**src/rtl/wb_pkg.sv**
```systemverilog
package wb_pkg;

    // data width of the integer datapath
    localparam int xlen = 64;

    // load kinds, decoded in the memory stage
    typedef enum logic [2:0] {
        LD_B  = 3'd0,
        LD_H  = 3'd1,
        LD_W  = 3'd2,
        LD_D  = 3'd3,
        LD_BU = 3'd4,
        LD_HU = 3'd5,
        LD_WU = 3'd6
    } ld_size_e;

    // where the rd value comes from
    typedef enum logic [1:0] {
        WB_ALU = 2'd0,
        WB_MEM = 2'd1,
        WB_CSR = 2'd2,
        WB_PC4 = 2'd3
    } wb_src_e;

    typedef enum logic [1:0] {
        CSR_NONE  = 2'd0,
        CSR_WRITE = 2'd1,
        CSR_TRAP  = 2'd2,
        CSR_MRET  = 2'd3
    } csr_op_e;

    // machine mode csr addresses
    localparam logic [11:0] CSR_MSTATUS  = 12'h300;
    localparam logic [11:0] CSR_MTVEC    = 12'h305;
    localparam logic [11:0] CSR_MSCRATCH = 12'h340;
    localparam logic [11:0] CSR_MEPC     = 12'h341;
    localparam logic [11:0] CSR_MCAUSE   = 12'h342;

    // one instruction handed over by the memory stage
    typedef struct packed {
        logic [xlen-1:0] pc;
        logic [31:0]     inst;
        logic [xlen-1:0] alu_out;
        logic [xlen-1:0] mem_data;
        ld_size_e        ld_size;
        logic [2:0]      byte_off;
        logic [4:0]      rd;
        logic            reg_wen;
        wb_src_e         wb_src;
        csr_op_e         csr_op;
        logic [11:0]     csr_addr;
        logic [xlen-1:0] csr_old;
        logic [xlen-1:0] trap_cause;
    } wb_item_t;

    // retired instruction as seen by the commit consumer
    typedef struct packed {
        logic [xlen-1:0] pc;
        logic [31:0]     inst;
        logic [4:0]      rd;
        logic            rd_wen;
        logic [xlen-1:0] rd_data;
    } commit_t;

endpackage

```
**src/rtl/reg_file.sv**
```systemverilog
`timescale 1ns/10ps

module reg_file import wb_pkg::*; (
    input  logic            I_sys_clk,
    input  logic            I_rst,
    input  logic            wen,
    input  logic [4:0]      waddr,
    input  logic [xlen-1:0] wdata,
    input  logic [4:0]      rs1_addr,
    output logic [xlen-1:0] rs1_data,
    input  logic [4:0]      rs2_addr,
    output logic [xlen-1:0] rs2_data
);

    logic [xlen-1:0] regs [32];

    always_ff @(posedge I_sys_clk) begin
        if (I_rst) begin
            for (int i = 0; i < 32; i++) begin
                regs[i] <= '0;
            end
        end else if (wen && (waddr != 5'd0)) begin
            regs[waddr] <= wdata;
        end
    end

    // no bypass, a write shows up the cycle after
    assign rs1_data = (rs1_addr == 5'd0) ? '0 : regs[rs1_addr];
    assign rs2_data = (rs2_addr == 5'd0) ? '0 : regs[rs2_addr];

endmodule

```
**config.mk**
```make
export PLATFORM = sky130hd
export DESIGN_NAME = reg_file
export DESIGN_NICKNAME = d
export VERILOG_FILES = /design/src/rtl/wb_pkg.sv /design/src/rtl/reg_file.sv
export SDC_FILE = /design/constraint.sdc
export NUM_CORES = 2
export LEC_CHECK = 0
export BUFFER_PORTS_ARGS = -buffer_cell sky130_fd_sc_hd__buf_2
export CORE_MARGIN = 5
export CORE_UTILIZATION = 25
export DETAILED_ROUTE_END_ITERATION = 12
export GPL_ROUTABILITY_DRIVEN = 1
export PLACE_DENSITY_LB_ADDON = 0.15
export SLEW_MARGIN = 20
export SYNTH_ARGS = -nofsm -noshare
export SYNTH_HDL_FRONTEND = slang
export SYNTH_SLANG_ARGS = --single-unit
```
**constraint.sdc**
```tcl
create_clock -name I_sys_clk -period 3.27 [get_ports I_sys_clk]
set_input_delay 0.327 -clock I_sys_clk [delete_from_list [all_inputs] [get_ports I_sys_clk]]
set_output_delay 0.327 -clock I_sys_clk [all_outputs]
set_load 0.01 [all_outputs]
```
# Word level (Yosys, flattened, before mapping)
# Memory sizes are Yosys's and may differ from the RTL's.
# Cells that the tools add are included.
[word_totals]
ff_bits = 0
ramBits = 2048
in_bits = 82
memories = 1
out_inout_bits = 128
wordCells = 16
[op_classes]
reduce_logical = 5
mux = 10
[mem_list]
columns = ["name", "words", "word_bits", "rd", "rd_ports_with_merged_regs", "write_ports", "line_no", "text"]
rows = [
  ["regs", 32, 64, 2, 0, 32, "reg_file.sv:15", "logic [xlen-1:0] regs [32];"],
]
[ops]
columns = ["operator", "n"]
rows = [
  ["$mux W64", 3],
  ["$reduce_or A64 Y1", 1],
  ["$logic_not A5 Y1", 2],
  ["$mux W1", 6],
  ["$mux W5", 1],
  ["$reduce_bool A5 Y1", 1],
  ["$logic_and A1 B1 Y1", 1],
]

# Longest topological paths before layout
[logic_depth]
ltp_word = 7
ltp_mapped = 10
mapped_depth_nobuf = 5

# Least setup slack after synthesis
# OpenSTA, ideal clock, no wires.
[synth_path]
kind = "input -> register"
from = "in I_rst"
to = "mem regs[12][0] (enable)"
t_arrival_ns = 2.152
path_slack_ns = 0.724
cell_stages = 6
path_cell_list = "nand2b_1 -> or3_1 -> clkbuf_1 -> nor2_1 -> clkbuf_1 -> or2_2"
[synth_lines]
columns = ["item", "line_no", "text"]
rows = [
  ["start, declared", "reg_file.sv:5", "input logic I_rst,"],
  ["end, declared", "reg_file.sv:15", ""],
]

==> qor.yml <==
status:
  outcome: "finished, violations left"
  violations: "setup timing"
detailed_routing:
  met2_length_um: 253000
  dr_wl_met3_um: 36500
  drc: 0
  first_pass_iters: 5
  top_layer: "met5"
  detail-route-antenna-nets: 0
  drtIter0Drc: 8728
  wl_met1_um: 211000
  vias: 70900
  drt-total-wl_um: 523000
  viasPerCell: 5.32
  wl_per_cell_um: 39.3
logic_synthesis:
  synth_most_common_cell: "edfxtp_1"
  ys.flop_type: "edfxtp_1"
  yosysSeqAreaShare: 0.568
  synth_area_mm2: 0.108
  ys_warn_count: 0
  synth_top_area_share: 0.568
  synth_area_leaders: "edfxtp_1, mux4_2, and2_1"
  syn_inst: 7055
  ys_seq_elements: 2048
  synth_common_cells: "edfxtp_1, and2_1, mux4_2, clkbuf_1, mux2i_1"
  yosys.area.top_type: "edfxtp_1"
  async_flop_share: 0
  syn_area_per_cell_um2: 15.3
  synthDistinctLibCells: 44
  synth_edf_count: 2048
power:
  p_per_area_mw_per_mm2: 522
  leakagePower_nw: 44.1
  finalPower_mw: 67.2
  ir_drop_mv: 0.418
clocking:
  numCtsBuffers: 241
  clk_pin_slew_ps: 60
  clk_path_buf_depth: 4
  tritoncts: "yes"
  root_buffer: "clkbuf_16"
  clkSinkCount: 2048
  postCtsSetupRepairBufs: 0
  cts_max_level: 4
cells_and_area:
  regMostFlops: "regs"
  final_core_util: 0.298
  syn_to_final_growth_pct: 18.8
  final_layout_size_suffix_gt1_frac: 0.295
  reg_top3: "regs: 2048 flops"
  fin_cells: 13300
  fin_nets: 7432
  largest_reg_flops: 2048
  fill_cells: 42600
setup_path:
  cp_max_fo: 2
  worstPathRequired_ps: 2940
  start_kind: "register"
  crit_arrival_ps: 3010
  crit_type: "reg -> out"
  end_kind: "output port"
timing:
  setup_violations: 2
  slew_viol_final: 0
  period_share: 1.02
  tightestPinTransition_ps: 1210
  relSlewSlack: 0.195
  finalHoldViolCount: 0
  rsz0062_at_grt: "yes"
  setup_slack_ps: -71.5
  finalCriticalPeriod_ps: 3340
  max_freq_mhz: 299
  timing.hold.ws_ps: 55.8
placement:
  dp_cells: 12800
  gp_congestion: 0.800
  hpwl_um: 305000
  port_buffers: 209
global_route:
  antenna_found_initial: 111
  grt_pass1_wl_um: 693000
  grt_usage: 0.230
  grt_pass1_vias: 71700
  grt_max_degree: 65
  grt.overflow.total: 0
die:
  coreArea_mm2: 0.431
  io_pins: 210
  num_rows: 241
  dieArea_mm2: 0.446
  die_y_um: 668
  die_x_um: 668
  start_util: 0.251
worst_hold_path:
  worst_hold_path_type: "in -> reg"
run:
  max_cap_violations: 0
==> cell families after synthesis <==
logic type             after synthesis  share of synthesized area
buffers and inverters              792                     0.0317
flip-flops                        2048                      0.568
AO/OA/AOI/OAI                      539                     0.0375
other                                1                  0.0000346
AND/OR/NAND/NOR                   2284                      0.128
multiplexers                      1391                      0.235
==> final timing paths <==
check / cells after the start / startpoint / to / slack (ps)
worst min-delay path: 2 / wdata[60] / regs[28][60] / 60
worst max-delay path: 6 / regs[3][23] / rs1_data[23] / -70
==> cell type report <==
| type | instances | area, µm² | area share |
|---|---|---|---|
| Antenna cell | 74 | 185 | 0.00144 |
| Clock buffer | 298 | 6330 | 0.0492 |
| Clock inverter | 134 | 1010 | 0.00785 |
| Inverter | 2 | 11.3 | 0.0000876 |
| Multi-Input combinational cell | 4278 | 44300 | 0.344 |
| Sequential cell | 2048 | 61500 | 0.478 |
| Tap cell | 5710 | 7140 | 0.0556 |
| Timing Repair Buffer | 779 | 8120 | 0.0632 |
==> stage by stage <==
step	area (µm²)	setup slack (ps)	setup TNS [ps]
4_1_cts	128000	-129	-240
6_report	129000	-71.5	-130
2_1_floorplan	108000	724	0
3_5_place_dp	121000	-251	-776
5_1_grt	128000	-119	-292
3_3_place_gp	121000	-707	-1770
==> layout by cell type (no fill, tap or decap), drive strengths merged, types with 31 or more instances in the layout <==
cell type  count
a21o          42
a21oi         49
a221oi        58
a22oi         74
and2        1986
and3          31
buf          750
clkbuf       299
clkinv       112
conb          64
diode         74
edfxtp      2048
mux2         122
mux2i        363
mux4         906
nand2        108
nor2          57
o221ai        54
o22ai        100
or2           35
==> worst max-delay path: stages, from the launching register on <==
cell	delay (ps)
edfxtp_1	370
mux4_2	260
mux2i_2	90
nor2_2	180
a2111oi_4	60
a2111oi_4	830
buf_2	280
==> layer usage <==
layer  up-vias  track usage
li1      27900            -
met1     38600        0.299
met2      3513        0.384
met3       832       0.0344
met4        26       0.0904
met5         -            0
==> power breakdown <==
part | leakage [nW] | total [mW] | internal (mW) | switching (mW)
Combinational | 21.0 | 9.73 | 3.86 | 5.87
Sequential | 19.5 | 31.1 | 30.3 | 0.734
Clock | 3.60 | 26.4 | 14.8 | 11.6
Total | 44.1 | 67.2 | 49.0 | 18.2
==> repair_timing <==
action                                 CTS  global route
endpoints found under the hold margin  618             0
hold buffers                            28             0
pin swaps                               11             2
setup endpoints to repair               20            13
resized for setup                       41             8
Power figures use the tool's default switching activity.
