--- config.mk ---
export PLATFORM = sky130hd
export DESIGN_NAME = mem_wb_reg
export DESIGN_NICKNAME = d
export VERILOG_FILES = /design/src/rtl/wb_pkg.sv /design/src/rtl/mem_wb_reg.sv
export SDC_FILE = /design/constraint.sdc
export NUM_CORES = 1
export LEC_CHECK = 0
export ABC_AREA = 1
export BUFFER_PORTS_ARGS = -buffer_cell sky130_fd_sc_hd__buf_2
export CAP_MARGIN = 30
export CELL_PAD_IN_SITES_DETAIL_PLACEMENT = 0
export CELL_PAD_IN_SITES_GLOBAL_PLACEMENT = 1
export CORE_AREA = 2 2 294 296
export CTS_BUF_LIST = sky130_fd_sc_hd__clkbuf_4
export DETAILED_ROUTE_END_ITERATION = 6
export DIE_AREA = 0 0 296 298
export PLACE_DENSITY_LB_ADDON = 0.3
export SETUP_SLACK_MARGIN = 0.1
export SKIP_LAST_GASP = 1
export SLEW_MARGIN = 20
export SYNTH_ARGS = -nofsm -noshare
export SYNTH_HDL_FRONTEND = slang
export SYNTH_SLANG_ARGS = --single-unit
--- constraint.sdc ---
create_clock -name I_sys_clk -period 38.7 [get_ports I_sys_clk]
set_clock_uncertainty 0.1 [all_clocks]
set_input_delay 3.87 -clock I_sys_clk [delete_from_list [all_inputs] [get_ports I_sys_clk]]
set_output_delay 3.87 -clock I_sys_clk [all_outputs]
set_load 0.05 [all_outputs]
--- src/rtl/wb_pkg.sv ---
package wb_pkg;

    // data width of the integer datapath
    localparam int xlen = 64;

    // load kinds, decoded in the memory stage
    typedef enum logic [2:0] {
        LD_B  = 3'd0,
        LD_H  = 3'd1,
        LD_W  = 3'd2,
        LD_D  = 3'd3,
        LD_BU = 3'd4,
        LD_HU = 3'd5,
        LD_WU = 3'd6
    } ld_size_e;

    // where the rd value comes from
    typedef enum logic [1:0] {
        WB_ALU = 2'd0,
        WB_MEM = 2'd1,
        WB_CSR = 2'd2,
        WB_PC4 = 2'd3
    } wb_src_e;

    typedef enum logic [1:0] {
        CSR_NONE  = 2'd0,
        CSR_WRITE = 2'd1,
        CSR_TRAP  = 2'd2,
        CSR_MRET  = 2'd3
    } csr_op_e;

    // machine mode csr addresses
    localparam logic [11:0] CSR_MSTATUS  = 12'h300;
    localparam logic [11:0] CSR_MTVEC    = 12'h305;
    localparam logic [11:0] CSR_MSCRATCH = 12'h340;
    localparam logic [11:0] CSR_MEPC     = 12'h341;
    localparam logic [11:0] CSR_MCAUSE   = 12'h342;

    // one instruction handed over by the memory stage
    typedef struct packed {
        logic [xlen-1:0] pc;
        logic [31:0]     inst;
        logic [xlen-1:0] alu_out;
        logic [xlen-1:0] mem_data;
        ld_size_e        ld_size;
        logic [2:0]      byte_off;
        logic [4:0]      rd;
        logic            reg_wen;
        wb_src_e         wb_src;
        csr_op_e         csr_op;
        logic [11:0]     csr_addr;
        logic [xlen-1:0] csr_old;
        logic [xlen-1:0] trap_cause;
    } wb_item_t;

    // retired instruction as seen by the commit consumer
    typedef struct packed {
        logic [xlen-1:0] pc;
        logic [31:0]     inst;
        logic [4:0]      rd;
        logic            rd_wen;
        logic [xlen-1:0] rd_data;
    } commit_t;

endpackage

--- src/rtl/mem_wb_reg.sv ---
`timescale 1ns/10ps

module mem_wb_reg import wb_pkg::*; (
    input  logic     I_sys_clk,
    input  logic     I_rst,
    input  logic     in_valid,
    input  wb_item_t in_item,
    input  logic     retire,
    output logic     allowin,
    output logic     stage_valid,
    output wb_item_t stage_item
);

    // free slot, or the held item leaves this cycle
    assign allowin = !stage_valid || retire;

    always_ff @(posedge I_sys_clk) begin
        if (I_rst) begin
            stage_valid <= 1'b0;
        end else if (allowin) begin
            stage_valid <= in_valid;
        end
    end

    // payload only, the valid bit qualifies it
    always_ff @(posedge I_sys_clk) begin
        if (allowin && in_valid) begin
            stage_item <= in_item;
        end
    end

    // held item must not move under a stalled consumer
    assert property (@(posedge I_sys_clk) disable iff (I_rst)
        stage_valid && !retire |=> $stable(stage_item))
        else $error("mem_wb_reg: item changed while stalled");

endmodule

# After elaboration in Yosys (flattened, before gate mapping)
# Index checks and enable logic that the tools add are counted.
[totals]
ff_bits = 381
word_cells = 17
out_inout_bits = 382
[classes]
n_reduce_logical = 3
[op_table]
columns = ["operator", "n"]
rows = [
  ["$logic_and 1x1->1", 1],
  ["$logic_not 1->1", 1],
  ["$logic_or 1x1->1", 1],
]

# Depth between registers and ports, before layout
[logic_depth]
ltp_word = 3
ltp_mapped = 3
depth_no_buf = 3

# Worst setup path after synthesis
# No wires, ideal clock.
[synth_timing]
path_type = "input to register"
startpoint = "input port in_valid"
endpoint = "register stage_item[0] in the netlist's numbering, enable pin"
path_buffers = 0
slack_ns = 15.210
t_arrival_ns = 22.142
cell_stages = 2
setup_time_ns = 1.248
path_cell_list = "inv_1 a21oi_1"
[synth_via]
elab_chain_len = 1
[synth_rtl]
columns = ["element", "line_no", "text"]
rows = [
  ["start, declared", "mem_wb_reg.sv:6", "input logic in_valid,"],
  ["$logic_and 1x1->1", "mem_wb_reg.sv:27", "if (allowin && in_valid) begin"],
  ["end signal, assigned", "mem_wb_reg.sv:28", "stage_item <= in_item;"],
  ["end, declared", "mem_wb_reg.sv:11", "output wb_item_t stage_item"],
]
# Every way passes these cells.
# A chain may end at the register's enable or synchronous reset.

# Final worst setup path
[layout_timing]
startpoint = "input port retire"
endpoint = "output port allowin"
[layout_via]
elab_chain_len = 1
[layout_rtl]
columns = ["element", "line_no", "text"]
rows = [
  ["start, declared", "mem_wb_reg.sv:8", "input logic retire,"],
  ["$logic_or 1x1->1", "mem_wb_reg.sv:15", "assign allowin = !stage_valid || retire;"],
  ["end, declared", "mem_wb_reg.sv:9", "output logic allowin,"],
]
# Every way passes these cells.

==> impl_metrics.yaml <==
drt:
  post-route-drc-count: 0
  wl_per_cell_um: 16.1
  wirelength_um: 40100
  antenna_left: 0
  wl_met2_um: 21300
  viasPerCell: 3.04
  drtIter0Drc: 351
  highest_layer: "met5"
  drt-met1-wl_um: 12900
  dr.pass1.iters: 4
  route.met3.wl_um: 4730
  vias: 7594
clock_network:
  htreeDepth: 3
  clockBufferDepth: 3
  path_clk_slew_ns: 0.06
  cts_buffers: 106
  postCtsSetupRepairBufs: 0
  clk_latency_ns: 0.85
  hold_buffers: 0
  post_cts_resized: 0
  cts.sinks: 381
  cts_tree: "yes"
  root_buffer: "clkbuf_4"
critical_path:
  cp-end-kind: "primary output"
  start_kind: "input port"
  arrival_ns: 4.34
  cp_slowest_cell: "buf_2"
  path_delay_family: "buffers and inverters"
  slowest_delay_ns: 0.26
  critPathKind: "in2out"
  crit_buf_inv: 3
  required_ns: 34.73
  timing.critical_path.mode_cell: "buf_2"
  worstPathCellList: "buf_2 -> inv_2 -> nand2_2 -> buf_2"
  critPathMaxFanout: 2
floorplan:
  die_area_sq_um: 88200
  start_util_pct: 13.5
  row_count: 107
  core_sq_um: 84900
  die_y_um: 298
  die_w_um: 296
  io-pin-count: 766
global_route:
  grt_pass1_wl_um: 54700
  grt_use_total_pct: 8.70
  antenna_found_initial: 13
  grt_max_degree: 76
  globalRouteOverflowTotal: 0
  first_global_vias: 8188
synthesis:
  synth_warnings: 0
  syn_area_sq_um: 11500
  yosys.cell_types.count: 7
  syn_inst: 386
  avgSynthCellArea_sq_um: 29.7
  ys_seq_area_share_pct: 99.8
  ys_ff_latch: 381
  syn-num-nets: 770
power_and_ir_drop:
  power.density_nw_per_um2: 55.5
  power.leakage_nw: 7.60
  peakVddDrop_uv: 27.8
placed_design:
  numPortBuffers: 765
  gp_congestion: 0.823
  place_hpwl_um: 31300
sta:
  timing.slew.headroom_pct: 36.7
  hold_viol: 0
  fin_crit_ns: 8.31
  rsz0062_at_grt: "false"
  timing.final.crit_share_pct: 21.5
  fmax_mhz: 120
  tightest_slew_ns: 0.949
  tns_ns: 0
  slew_viol_final: 0
  hold_ws_ns: 0.455
  setup_viol: 0
layout:
  finish.net_count: 1650
  n_fill_cell: 9221
  areaGrowthSynthToFinish_pct: 59.2
  drive_above_1_share_pct: 70.5
status:
  outcome: "complete, no violations"
min_path:
  min_path_type: "reg2reg"
flow_run:
  drv_cap: 0
area by class of cell:
type	instances	area [sq um]	share of cell area, %
diodes	5	12.5	0.0686
clock buffers	160	1200	6.59
clock inverters	27	221	1.21
inverters	2	7.51	0.0412
multi-input cells	3	31.3	0.172
flip-flops and latches	381	11400	62.7
well taps	1144	1430	7.85
repair buffers	772	3900	21.4
cells by family (layout without fill, tap and decap cells):
group                  Yosys count  in the layout  share of synthesized area, %
and+or+nand+nor                  1              1                        0.0546
buffers and inverters            2            961                        0.0655
AOI/OAI and AO/OA                2              2                         0.120
other                            0              5                             0
DFF                            381            381                          99.8
cells in the mapped netlist (all sizes together):
cell type / count / area share [%]
a21oi: 2 / 0.12
inv: 2 / 0.065
dfxtp: 1 / 0.17
nand2: 1 / 0.055
edfxtp: 380 / 100
worst register-to-register path, stage by stage (launching register included):
cell	delay (ns)
dfxtp_1	0.36
a21oi_4	0.46
buf_4	0.72
buf_4	0.90
buf_4	0.75
power by group:
group | total, mW | leakage, nW | internal [mW] | switching (mW)
Sequential | 0.490 | 3.68 | 0.483 | 0.00669
Combinational | 0.139 | 3.07 | 0.0292 | 0.110
Clock | 0.383 | 0.844 | 0.214 | 0.170
cells in the final DEF, fill, tap and decap left out:
master,count
a21oi_4,1
clkinv_1,15
inv_2,2
clkinvlp_4,1
diode_2,5
clkinv_4,1
buf_4,6
buf_2,765
bufinv_16,4
dfxtp_1,1
clkbuf_4,160
buf_16,1
nand2_2,1
clkinv_2,5
inv_1,1
a21oi_2,1
edfxtp_1,380
metrics by stage:
step | worst slack [ns] | instances | area [sq um] | total power, mW | utilization [%]
after floorplan | 15.21 | 386 | 11500 | 0.605 | -
after global placement | 30.36 | 2301 | 16800 | 0.639 | 19.8
after detailed placement | 30.38 | 2301 | 16800 | 0.640 | 19.8
after CTS | 30.38 | 2488 | 18200 | 1.04 | 21.4
after global routing | 30.37 | 2493 | 18200 | 1.06 | 21.5
final | 30.39 | 2494 | 18200 | 1.01 | 21.5
routing by layer:
metal	track usage (%)	vias to the layer above
met5	0	-
met1	8.00	3581
met2	15.7	490
met4	3.52	8
met3	4.83	96
li1	-	3419
sequential cells by signal (all words and copies together), names as in the netlist:
name and count:
stage_item 380, stage_valid 1
final timing paths:
path | startpoint | endpoint | slack [ns] | cells after the start
min reg2reg | stage_valid | stage_valid | 0.45 | 2
min | stage_valid | stage_valid | 0.45 | 2
max | retire | allowin | 30.39 | 4
max reg2reg | stage_valid | stage_item[242] | 35.01 | 4
Note: power is estimated with default switching activity, not from simulation.
