--- config.mk ---
export PLATFORM = sky130hd
export DESIGN_NAME = load_align
export DESIGN_NICKNAME = d
export VERILOG_FILES = /design/src/rtl/wb_pkg.sv /design/src/rtl/load_align.sv
export SDC_FILE = /design/constraint.sdc
export NUM_CORES = 1
export LEC_CHECK = 0
export BUFFER_PORTS_ARGS = -buffer_cell sky130_fd_sc_hd__buf_2
export CELL_PAD_IN_SITES_DETAIL_PLACEMENT = 0
export CELL_PAD_IN_SITES_GLOBAL_PLACEMENT = 1
export CORE_MARGIN = 2
export CORE_UTILIZATION = 29
export DETAILED_ROUTE_END_ITERATION = 8
export PLACE_DENSITY = 0.89
export SLEW_MARGIN = 20
export SYNTH_ARGS = -nofsm -noshare
export SYNTH_HDL_FRONTEND = slang
export SYNTH_SLANG_ARGS = --single-unit
--- constraint.sdc ---
create_clock -name vclk -period 2.1
set_input_delay 0.315 -clock vclk [all_inputs]
set_output_delay 0.315 -clock vclk [all_outputs]
set_load 0.05 [all_outputs]
--- src/rtl/wb_pkg.sv ---
package wb_pkg;

    // data width of the integer datapath
    localparam int xlen = 64;

    // load kinds, decoded in the memory stage
    typedef enum logic [2:0] {
        LD_B  = 3'd0,
        LD_H  = 3'd1,
        LD_W  = 3'd2,
        LD_D  = 3'd3,
        LD_BU = 3'd4,
        LD_HU = 3'd5,
        LD_WU = 3'd6
    } ld_size_e;

    // where the rd value comes from
    typedef enum logic [1:0] {
        WB_ALU = 2'd0,
        WB_MEM = 2'd1,
        WB_CSR = 2'd2,
        WB_PC4 = 2'd3
    } wb_src_e;

    typedef enum logic [1:0] {
        CSR_NONE  = 2'd0,
        CSR_WRITE = 2'd1,
        CSR_TRAP  = 2'd2,
        CSR_MRET  = 2'd3
    } csr_op_e;

    // machine mode csr addresses
    localparam logic [11:0] CSR_MSTATUS  = 12'h300;
    localparam logic [11:0] CSR_MTVEC    = 12'h305;
    localparam logic [11:0] CSR_MSCRATCH = 12'h340;
    localparam logic [11:0] CSR_MEPC     = 12'h341;
    localparam logic [11:0] CSR_MCAUSE   = 12'h342;

    // one instruction handed over by the memory stage
    typedef struct packed {
        logic [xlen-1:0] pc;
        logic [31:0]     inst;
        logic [xlen-1:0] alu_out;
        logic [xlen-1:0] mem_data;
        ld_size_e        ld_size;
        logic [2:0]      byte_off;
        logic [4:0]      rd;
        logic            reg_wen;
        wb_src_e         wb_src;
        csr_op_e         csr_op;
        logic [11:0]     csr_addr;
        logic [xlen-1:0] csr_old;
        logic [xlen-1:0] trap_cause;
    } wb_item_t;

    // retired instruction as seen by the commit consumer
    typedef struct packed {
        logic [xlen-1:0] pc;
        logic [31:0]     inst;
        logic [4:0]      rd;
        logic            rd_wen;
        logic [xlen-1:0] rd_data;
    } commit_t;

endpackage

--- src/rtl/load_align.sv ---
`timescale 1ns/10ps

module load_align import wb_pkg::*; (
    input  logic [xlen-1:0] mem_data,
    input  ld_size_e        ld_size,
    input  logic [2:0]      byte_off,
    output logic [xlen-1:0] load_value
);

    logic [xlen-1:0] shifted;

    // bring the addressed byte down to bit 0
    assign shifted = mem_data >> {byte_off, 3'b000};

    always_comb begin
        unique case (ld_size)
            LD_B: begin
                load_value = {{56{shifted[7]}}, shifted[7:0]};
            end
            LD_H: begin
                load_value = {{48{shifted[15]}}, shifted[15:0]};
            end
            LD_W: begin
                load_value = {{32{shifted[31]}}, shifted[31:0]};
            end
            LD_BU: begin
                load_value = {56'd0, shifted[7:0]};
            end
            LD_HU: begin
                load_value = {48'd0, shifted[15:0]};
            end
            LD_WU: begin
                load_value = {32'd0, shifted[31:0]};
            end
            // full doubleword, offset is zero
            default: begin
                load_value = shifted;
            end
        endcase
    end

endmodule

Yosys cells after proc, flatten, opt, wreduce, memory -nomap -nowiden
Cells that the tools add are included.

cells by class
  add/sub/neg operators = 0
  multiply operators = 0
  div/mod/pow operators = 0
  magnitude comparators = 0
  equal/unequal tests = 5
  shift operators = 1
  multiplexer cells = 1
  bitwise logic cells = 0
  reduce and logical (&&, ||, !) cells = 1

operators by type and width
  operator              count
  $pmux W64 S6          1
  $shr A64 B6 Y64       1
  $eq A3 B3 Y1 const B  3
  $eq A3 B1 Y1 const B  1
  $eq A3 B2 Y1 const B  1
  $logic_not A3 Y1      1

storage, ports and cells
  flip-flop bits (word level) = 0
  latch bits = 0
  bits in writable memories = 0
  ROM bits = 0
  input bits = 70
  output and inout port bits = 64
  logic and storage cells = 8
  memories kept = 0

Longest topological paths before layout
Gate-level depths: netlist of run 1.

  depth in word-level cells = 2
  gate-level depth with buffers = 7
  depth with buffers taken out = 4

Worst setup path after synthesis of run 1
OpenSTA, ideal clock, no wires.

  path kind = input-to-output
  from = in byte_off[0]
  to = out load_value[10]
  arrival time = 2.562 ns
  data required time = 1.785 ns
  path slack = -0.777 ns
  stages on the path = 7
  buffers on the path = 3
  cells stage by stage = buf_2 buf_2 nor2b_1 clkbuf_1 o2bb2ai_1 mux2i_1 o21ai_0

on the way
  longest elaborated chain between the ends = 2

RTL lines
  item             line              source
  start, declared  load_align.sv:6   input logic [2:0] byte_off,
  $shr A64 B6 Y64  load_align.sv:13  assign shifted = mem_data >> {byte_off, 3'b000};
  $pmux W64 S6     load_align.sv:16  unique case (ld_size)
  end, declared    load_align.sv:7   output logic [xlen-1:0] load_value

Every way passes these cells.

Final worst setup path of run 1
  from = in byte_off[1]
  to = out load_value[15]

Same word-level chain as after synthesis.

==> results of run 1 <==
[worst max-delay path by stage]
stage / end / startpoint / cells past startpoint
final: load_value[15] / byte_off[1] / 8
after global routing: load_value[62] / byte_off[1] / 8
after CTS: load_value[49] / byte_off[1] / 7
after detailed placement: load_value[49] / byte_off[1] / 7
after global placement: load_value[24] / byte_off[1] / 8
after floorplan: load_value[33] / byte_off[1] / 7
[through the flow]
stage / area [µm²] / instances / utilization, % / power, mW
floorplan: 2430 / 293 / - / 0.926
global placement: 3400 / 528 / 43.7 / 1.28
detailed placement: 3400 / 528 / 43.7 / 1.29
CTS: 3850 / 531 / 49.5 / 1.48
global route: 3940 / 533 / 50.7 / 1.59
finish: 3940 / 533 / 50.7 / 1.51
[layout make-up]
class                      count  area (µm²)
timing repair buffer         176        1520
tap                          102         128
fill                         738        3830
inverter                       3        11.3
multi-input combinational    252        2280
[timing repair]
action / CTS / global route
setup buffers: 2 / 1
setup endpoints to repair: 58 / 58
gates cloned: 1 / 1
gates resized for setup: 124 / 10
pin swaps: 0 / 0
[critical path: stages]
cell and delay [ns]:
buf_12 0.11, mux2i_2 0.14, mux4_2 0.49, or4_4 0.51, buf_6 0.16, buf_16 0.14
o21ai_2 0.09, buf_6 0.19
[routing by layer]
metal	GRT usage [%]	vias up
li1	-	1426
met1	29.7	1564
met2	36.8	180
met3	3.21	11
met4	3.99	0
met5	0	-
[kinds of logic (layout without fill, tap and decap cells)]
family,after synthesis,after routing,synth area share (%)
AOI/OAI and AO/OA,42,42,12.1
buffers and inverters,41,179,9.15
muxes,73,73,48.1
and+or+nand+nor,137,137,30.7
[power by group]
| part | leakage (nW) | switching, mW | internal [mW] |
|---|---|---|---|
| sequential | 0 | 0 | 0 |
| clock | 0 | 0 | 0 |
| combinational | 1.95 | 0.913 | 0.602 |
[cell usage in the layout, fill, tap and decap left out, types with 2 or more instances in the layout]
cell	instances
buf_2	76
buf_6	50
nand2_1	47
mux2i_1	36
buf_4	33
mux4_2	31
nand4_1	30
o21ai_0	14
nor2b_1	10
nor2_1	10
buf_12	10
o2bb2ai_1	8
and3_1	8
nand3_1	7
nand3_2	6
mux2_2	5
o21ai_4	5
buf_8	5
nand2_2	4
nand3_4	3
o2111ai_1	3
o21ai_2	3
and2_1	3
and2_0	3
inv_1	2
nand2b_1	2
a22o_1	2
o211ai_1	2
==> metrics.txt, run 1 <==
outcome finished with violations; failing checks negative setup slack; CLK BUF 0; remaining antenna violation count 0; unrepaired setup endpoints after global routing yes; Core ar. 7770 µm²; Remaining DRCs 0; share of post-route cells with drive strength above 1 55.0%; Initial Utilization 30.1%; P per Cell Area 385 nW/µm²; IO Count 134; Reg area 0 µm²; hold path depth 4; routability cong. 0.903; FF+latch count 0; maximum fanout along the worst path 8; DR WL met3 874 µm; Least-Margin Pin Slew 0.366 ns; die height 93.8 µm; final hold slack around 1.1 ns; final hold vios 0; Iter 0 DRT Violations 166; crit path launch type input port; met2 wire length about 5000 µm; setup TNS -15.72 ns; first-pass GRT wire length between 15000 and 20000 µm; gr usage total 21.8%; cell count after synthesis 293; Site Rows 32; setup violators final 56; worst min path class input port to output pin; Syn Std Cell Area 2340 µm²; Die ar. just under 9000 µm²; Mean Syn Cell Area 7.98 µm²; Required @ worst endpoint around 1.8 ns; width of the die around 94 µm; via/cell ratio 5.97; DP Worst Slack -0.399 ns; pin count of the biggest net entering global routing 41; Synth Warn # 0; Post-synth top cells nand2_1, mux2i_1, mux4_2, nand4_1, o21ai_0; Hold EP load_value[60]; final setup margin -0.365 ns; Worst EP arrival 2.15 ns; Antenna Cells 0; # hold bufs at CTS 0; drt total wl around 10000 µm; critical path class input port to output pin; Final HPWL DP 7300 µm; router iterations before antenna repair 5; Seq/Total Area, Yosys 0%; crit end category output pin; area share of the largest cell type after synthesis 29.9%; fin. max-slew vios 0; Period minus WS final roughly 2.5 ns; layout overhead on the synthesized area 68.3%; library cells used by synthesis 31; IO buf count 134; vias post-DR around 3200; Yosys top cell by area mux4_2; P_leak 1.95 nW; Tcrit/Tclk final 117%; max-cap violation count 0; grt ovf 0; vias in the first global route between 3000 and 4000; maximum clock frequency 406 MHz; top-count cell post-synth nand2_1; Layout Nets 503; worst hold start mem_data[60]; Rel. slew slack about three quarters; synth top area cells mux4_2, mux2i_1, nand2_1; top sig layer met4; DR WL/cell 18.9 µm; metal1 wirelength 4100 µm; worst vdd ir 0.000215 V; Synth Net Count 363; initial antenna violation count 0
Power figures use the tool's default switching activity.
==> run 2, diff against run 1 <==
Settings changed: ABC_AREA set to 1, BUFFER_PORTS_ARGS -buffer_cell sky130_fd_sc_hd__buf_2 to -buffer_cell sky130_fd_sc_hd__buf_4, CORE_UTILIZATION 29 to 26.
==> run 2 against run 1 <==
Against the previous run:
- the run now ends clean
- synthesized area rose by 5.0%
- wire length up 8.0%
- fmax is 21% higher
- combinational power fell by 11%
- critical endpoint is now load_value[51]
- largest cell class unchanged
- largest power group unchanged
==> metrics.txt, run 2 <==
final hold slack 1.10 ns (was 1.07 ns); crit-path leading delay family buffers and inverters (was multiplexers); Synth Net Count 562 (was 363); Core ar. 9200 µm² (was 7770 µm²); # hold bufs at CTS 0 (unchanged); CP peak stage delay 0.22 ns (was 0.51 ns); CP bufs+invs 4 (unchanged); Post CTS Setup Buffer Count 0 (was 2); drt total wl 10900 µm (was 10100 µm); Remaining DRCs 0 (unchanged); P_leak 1.99 nW (was 1.95 nW); DP Worst Slack 0.0826 ns (was -0.399 ns); worst vdd ir 0.000147 V (was 0.000215 V); Post-synth top cells nand2_1, nand3_1, o21ai_0, nand4_1, o21ai_1 (was nand2_1, mux2i_1, mux4_2, nand4_1, o21ai_0); vias post-DR 3666 (was 3181); area share of the largest cell type after synthesis 32.6% (was 29.9%); Initial Utilization 26.7% (was 30.1%); Rel. slew slack 68.4% (was 74.9%); final hold vios 0 (unchanged); routability cong. 0.893 (was 0.903); die height 101 µm (was 93.8 µm); layout overhead on the synthesized area 45.8% (was 68.3%); remaining antenna violation count 0 (unchanged); post-cts gate resize count 0 (was 124); IO buf count 134 (unchanged); grt ovf 0 (unchanged); DR WL/cell 15.2 µm (was 18.9 µm); first-pass GRT wire length 17000 µm (was 15800 µm); Non-Filler Cell Area, Final 3580 µm² (was 3940 µm²); Fillers 1049 (was 738); Post-DP Area 3540 µm² (was 3400 µm²); via/cell ratio 5.14 (was 5.97); final setup margin 0.0704 ns (was -0.365 ns); synth top area cells nand2_1, nand3_1, o21ai_0 (was mux4_2, mux2i_1, nand2_1); fin. max-slew vios 0 (unchanged); Final HPWL DP 8160 µm (was 7300 µm); worst min path class input port to output pin (unchanged); Worst EP arrival 1.71 ns (was 2.15 ns); P per Cell Area 375 nW/µm² (was 385 nW/µm²); share of post-route cells with drive strength above 1 31.4% (was 55.0%); Die ar. 10200 µm² (was 8800 µm²); Mean Syn Cell Area 4.99 µm² (was 7.98 µm²); vias in the first global route 3376 (was 3139); Iter 0 DRT Violations 305 (was 166); Reg area 0 µm² (unchanged); Seq/Total Area, Yosys 0% (unchanged); Antenna Cells 0 (unchanged); Least-Margin Pin Slew 0.474 ns (was 0.366 ns); IO Count 134 (unchanged); Required @ worst endpoint 1.78 ns (about the same); outcome complete, no violations (was finished with violations); Syn Std Cell Area 2450 µm² (was 2340 µm²); Site Rows 35 (was 32); critical-path cell list buf_4 > buf_12 > nand2_1 > nand3_1 > nand3_1 > nand2_2 > nand2_4 > buf_4 > nand4_1 > buf_4 (was buf_12 > mux2i_2 > mux4_2 > or4_4 > buf_6 > buf_16 > o21ai_2 > buf_6); setup TNS 0 ns (was -15.72 ns); critical path class input port to output pin (unchanged); max-cap violation count 0 (unchanged); setup violators final 0 (was 56); CP dominant cell by count buf_4 (was buf_6); Synth Warn # 0 (unchanged); maximum fanout along the worst path 47 (was 8); FF+latch count 0 (unchanged); commonest non-fill, non-tap cells in the layout nand2_1, buf_4, nand3_1 (was buf_2, buf_6, nand2_1); width of the die 101 µm (was 93.8 µm); router iterations before antenna repair 5 (unchanged); pin count of the biggest net entering global routing 68 (was 41); library cells used by synthesis 29 (was 31); initial antenna violation count 0 (unchanged); Tcrit/Tclk final 96.6% (was 117%); Yosys top cell by area nand2_1 (was mux4_2); cell count after synthesis 492 (was 293); unrepaired setup endpoints after global routing no (was yes); crit path launch type input port (unchanged); gr usage total 20.1% (was 21.8%); crit end category output pin (unchanged); maximum clock frequency 493 MHz (was 406 MHz); area of the multi-input gates 2080 µm² (was 2280 µm²); Layout Nets 674 (was 503); CLK BUF 0 (unchanged); top-count cell post-synth nand2_1 (unchanged); Period minus WS final 2.03 ns (was 2.46 ns); critical path's slowest cell buf_4 (was or4_4); commonest non-fill, non-tap cell in the layout nand2_1 (was buf_2)
run 2: cell types whose count changed after synthesis, sizes merged, moves of 6 or more:
| cell | before | now |
|---|---|---|
| nor2b | 10 | 0 |
| nand3 | 16 | 63 |
| o21ai | 22 | 54 |
| nor2 | 10 | 16 |
| mux4 | 31 | 0 |
| or2 | 0 | 7 |
| nand2 | 51 | 219 |
| a21oi | 0 | 12 |
| mux2i | 37 | 3 |
| inv | 2 | 17 |
| o211ai | 2 | 16 |
| and3 | 8 | 0 |
| o2bb2ai | 8 | 0 |
| buf | 23 | 32 |
run 2: kinds of logic (layout without fill, tap and decap cells):
| logic type | after synthesis | after routing | share of synthesized area, % |
|---|---|---|---|
| muxes | 3 | 3 | 1.22 |
| buffers and inverters | 64 | 174 | 15.5 |
| AOI/OAI and AO/OA | 84 | 84 | 19.0 |
| and+or+nand+nor | 341 | 341 | 64.3 |
run 2: final cells by class:
cell class / count / area share, %
Timing Repair Buffer: 157 / 36.0
Multi-Input combinational cell: 428 / 58.1
Inverter: 17 / 1.99
Tap cell: 111 / 3.88
run 2: final timing paths:
| kind | startpoint | cells after the start | endpoint |
|---|---|---|---|
| worst min-delay path | ld_size[1] | 4 | load_value[31] |
| worst max-delay path | byte_off[0] | 10 | load_value[51] |
run 2: per-stage QoR:
step	power [mW]	instances	util, %
floorplan	0.894	492	-
global placement	1.32	712	38.5
detailed placement	1.33	712	38.5
CTS	1.33	712	38.5
global route	1.44	713	38.9
finish	1.34	713	38.9
run 2: layer usage:
metal	part of all wire (%)	wire (µm)	up-vias	global-route usage, %
met1	50	5420	1613	31.7
met5	0	0	-	0
met3	7.4	807	8	2.00
met4	0.94	102	0	2.91
li1	-	-	1879	-
met2	42	4530	166	29.8
run 2: worst min-delay path, delay by kind of cell:
kind                   cells  cell delay, ns
AND/OR/NAND/NOR            2            0.13
buffers and inverters      2            0.35
run 2: report_power, final:
part           switching, mW  leakage (nW)  internal (mW)  total, mW
clock                      0             0              0          0
sequential                 0             0              0          0
combinational          0.905          1.99          0.439       1.34
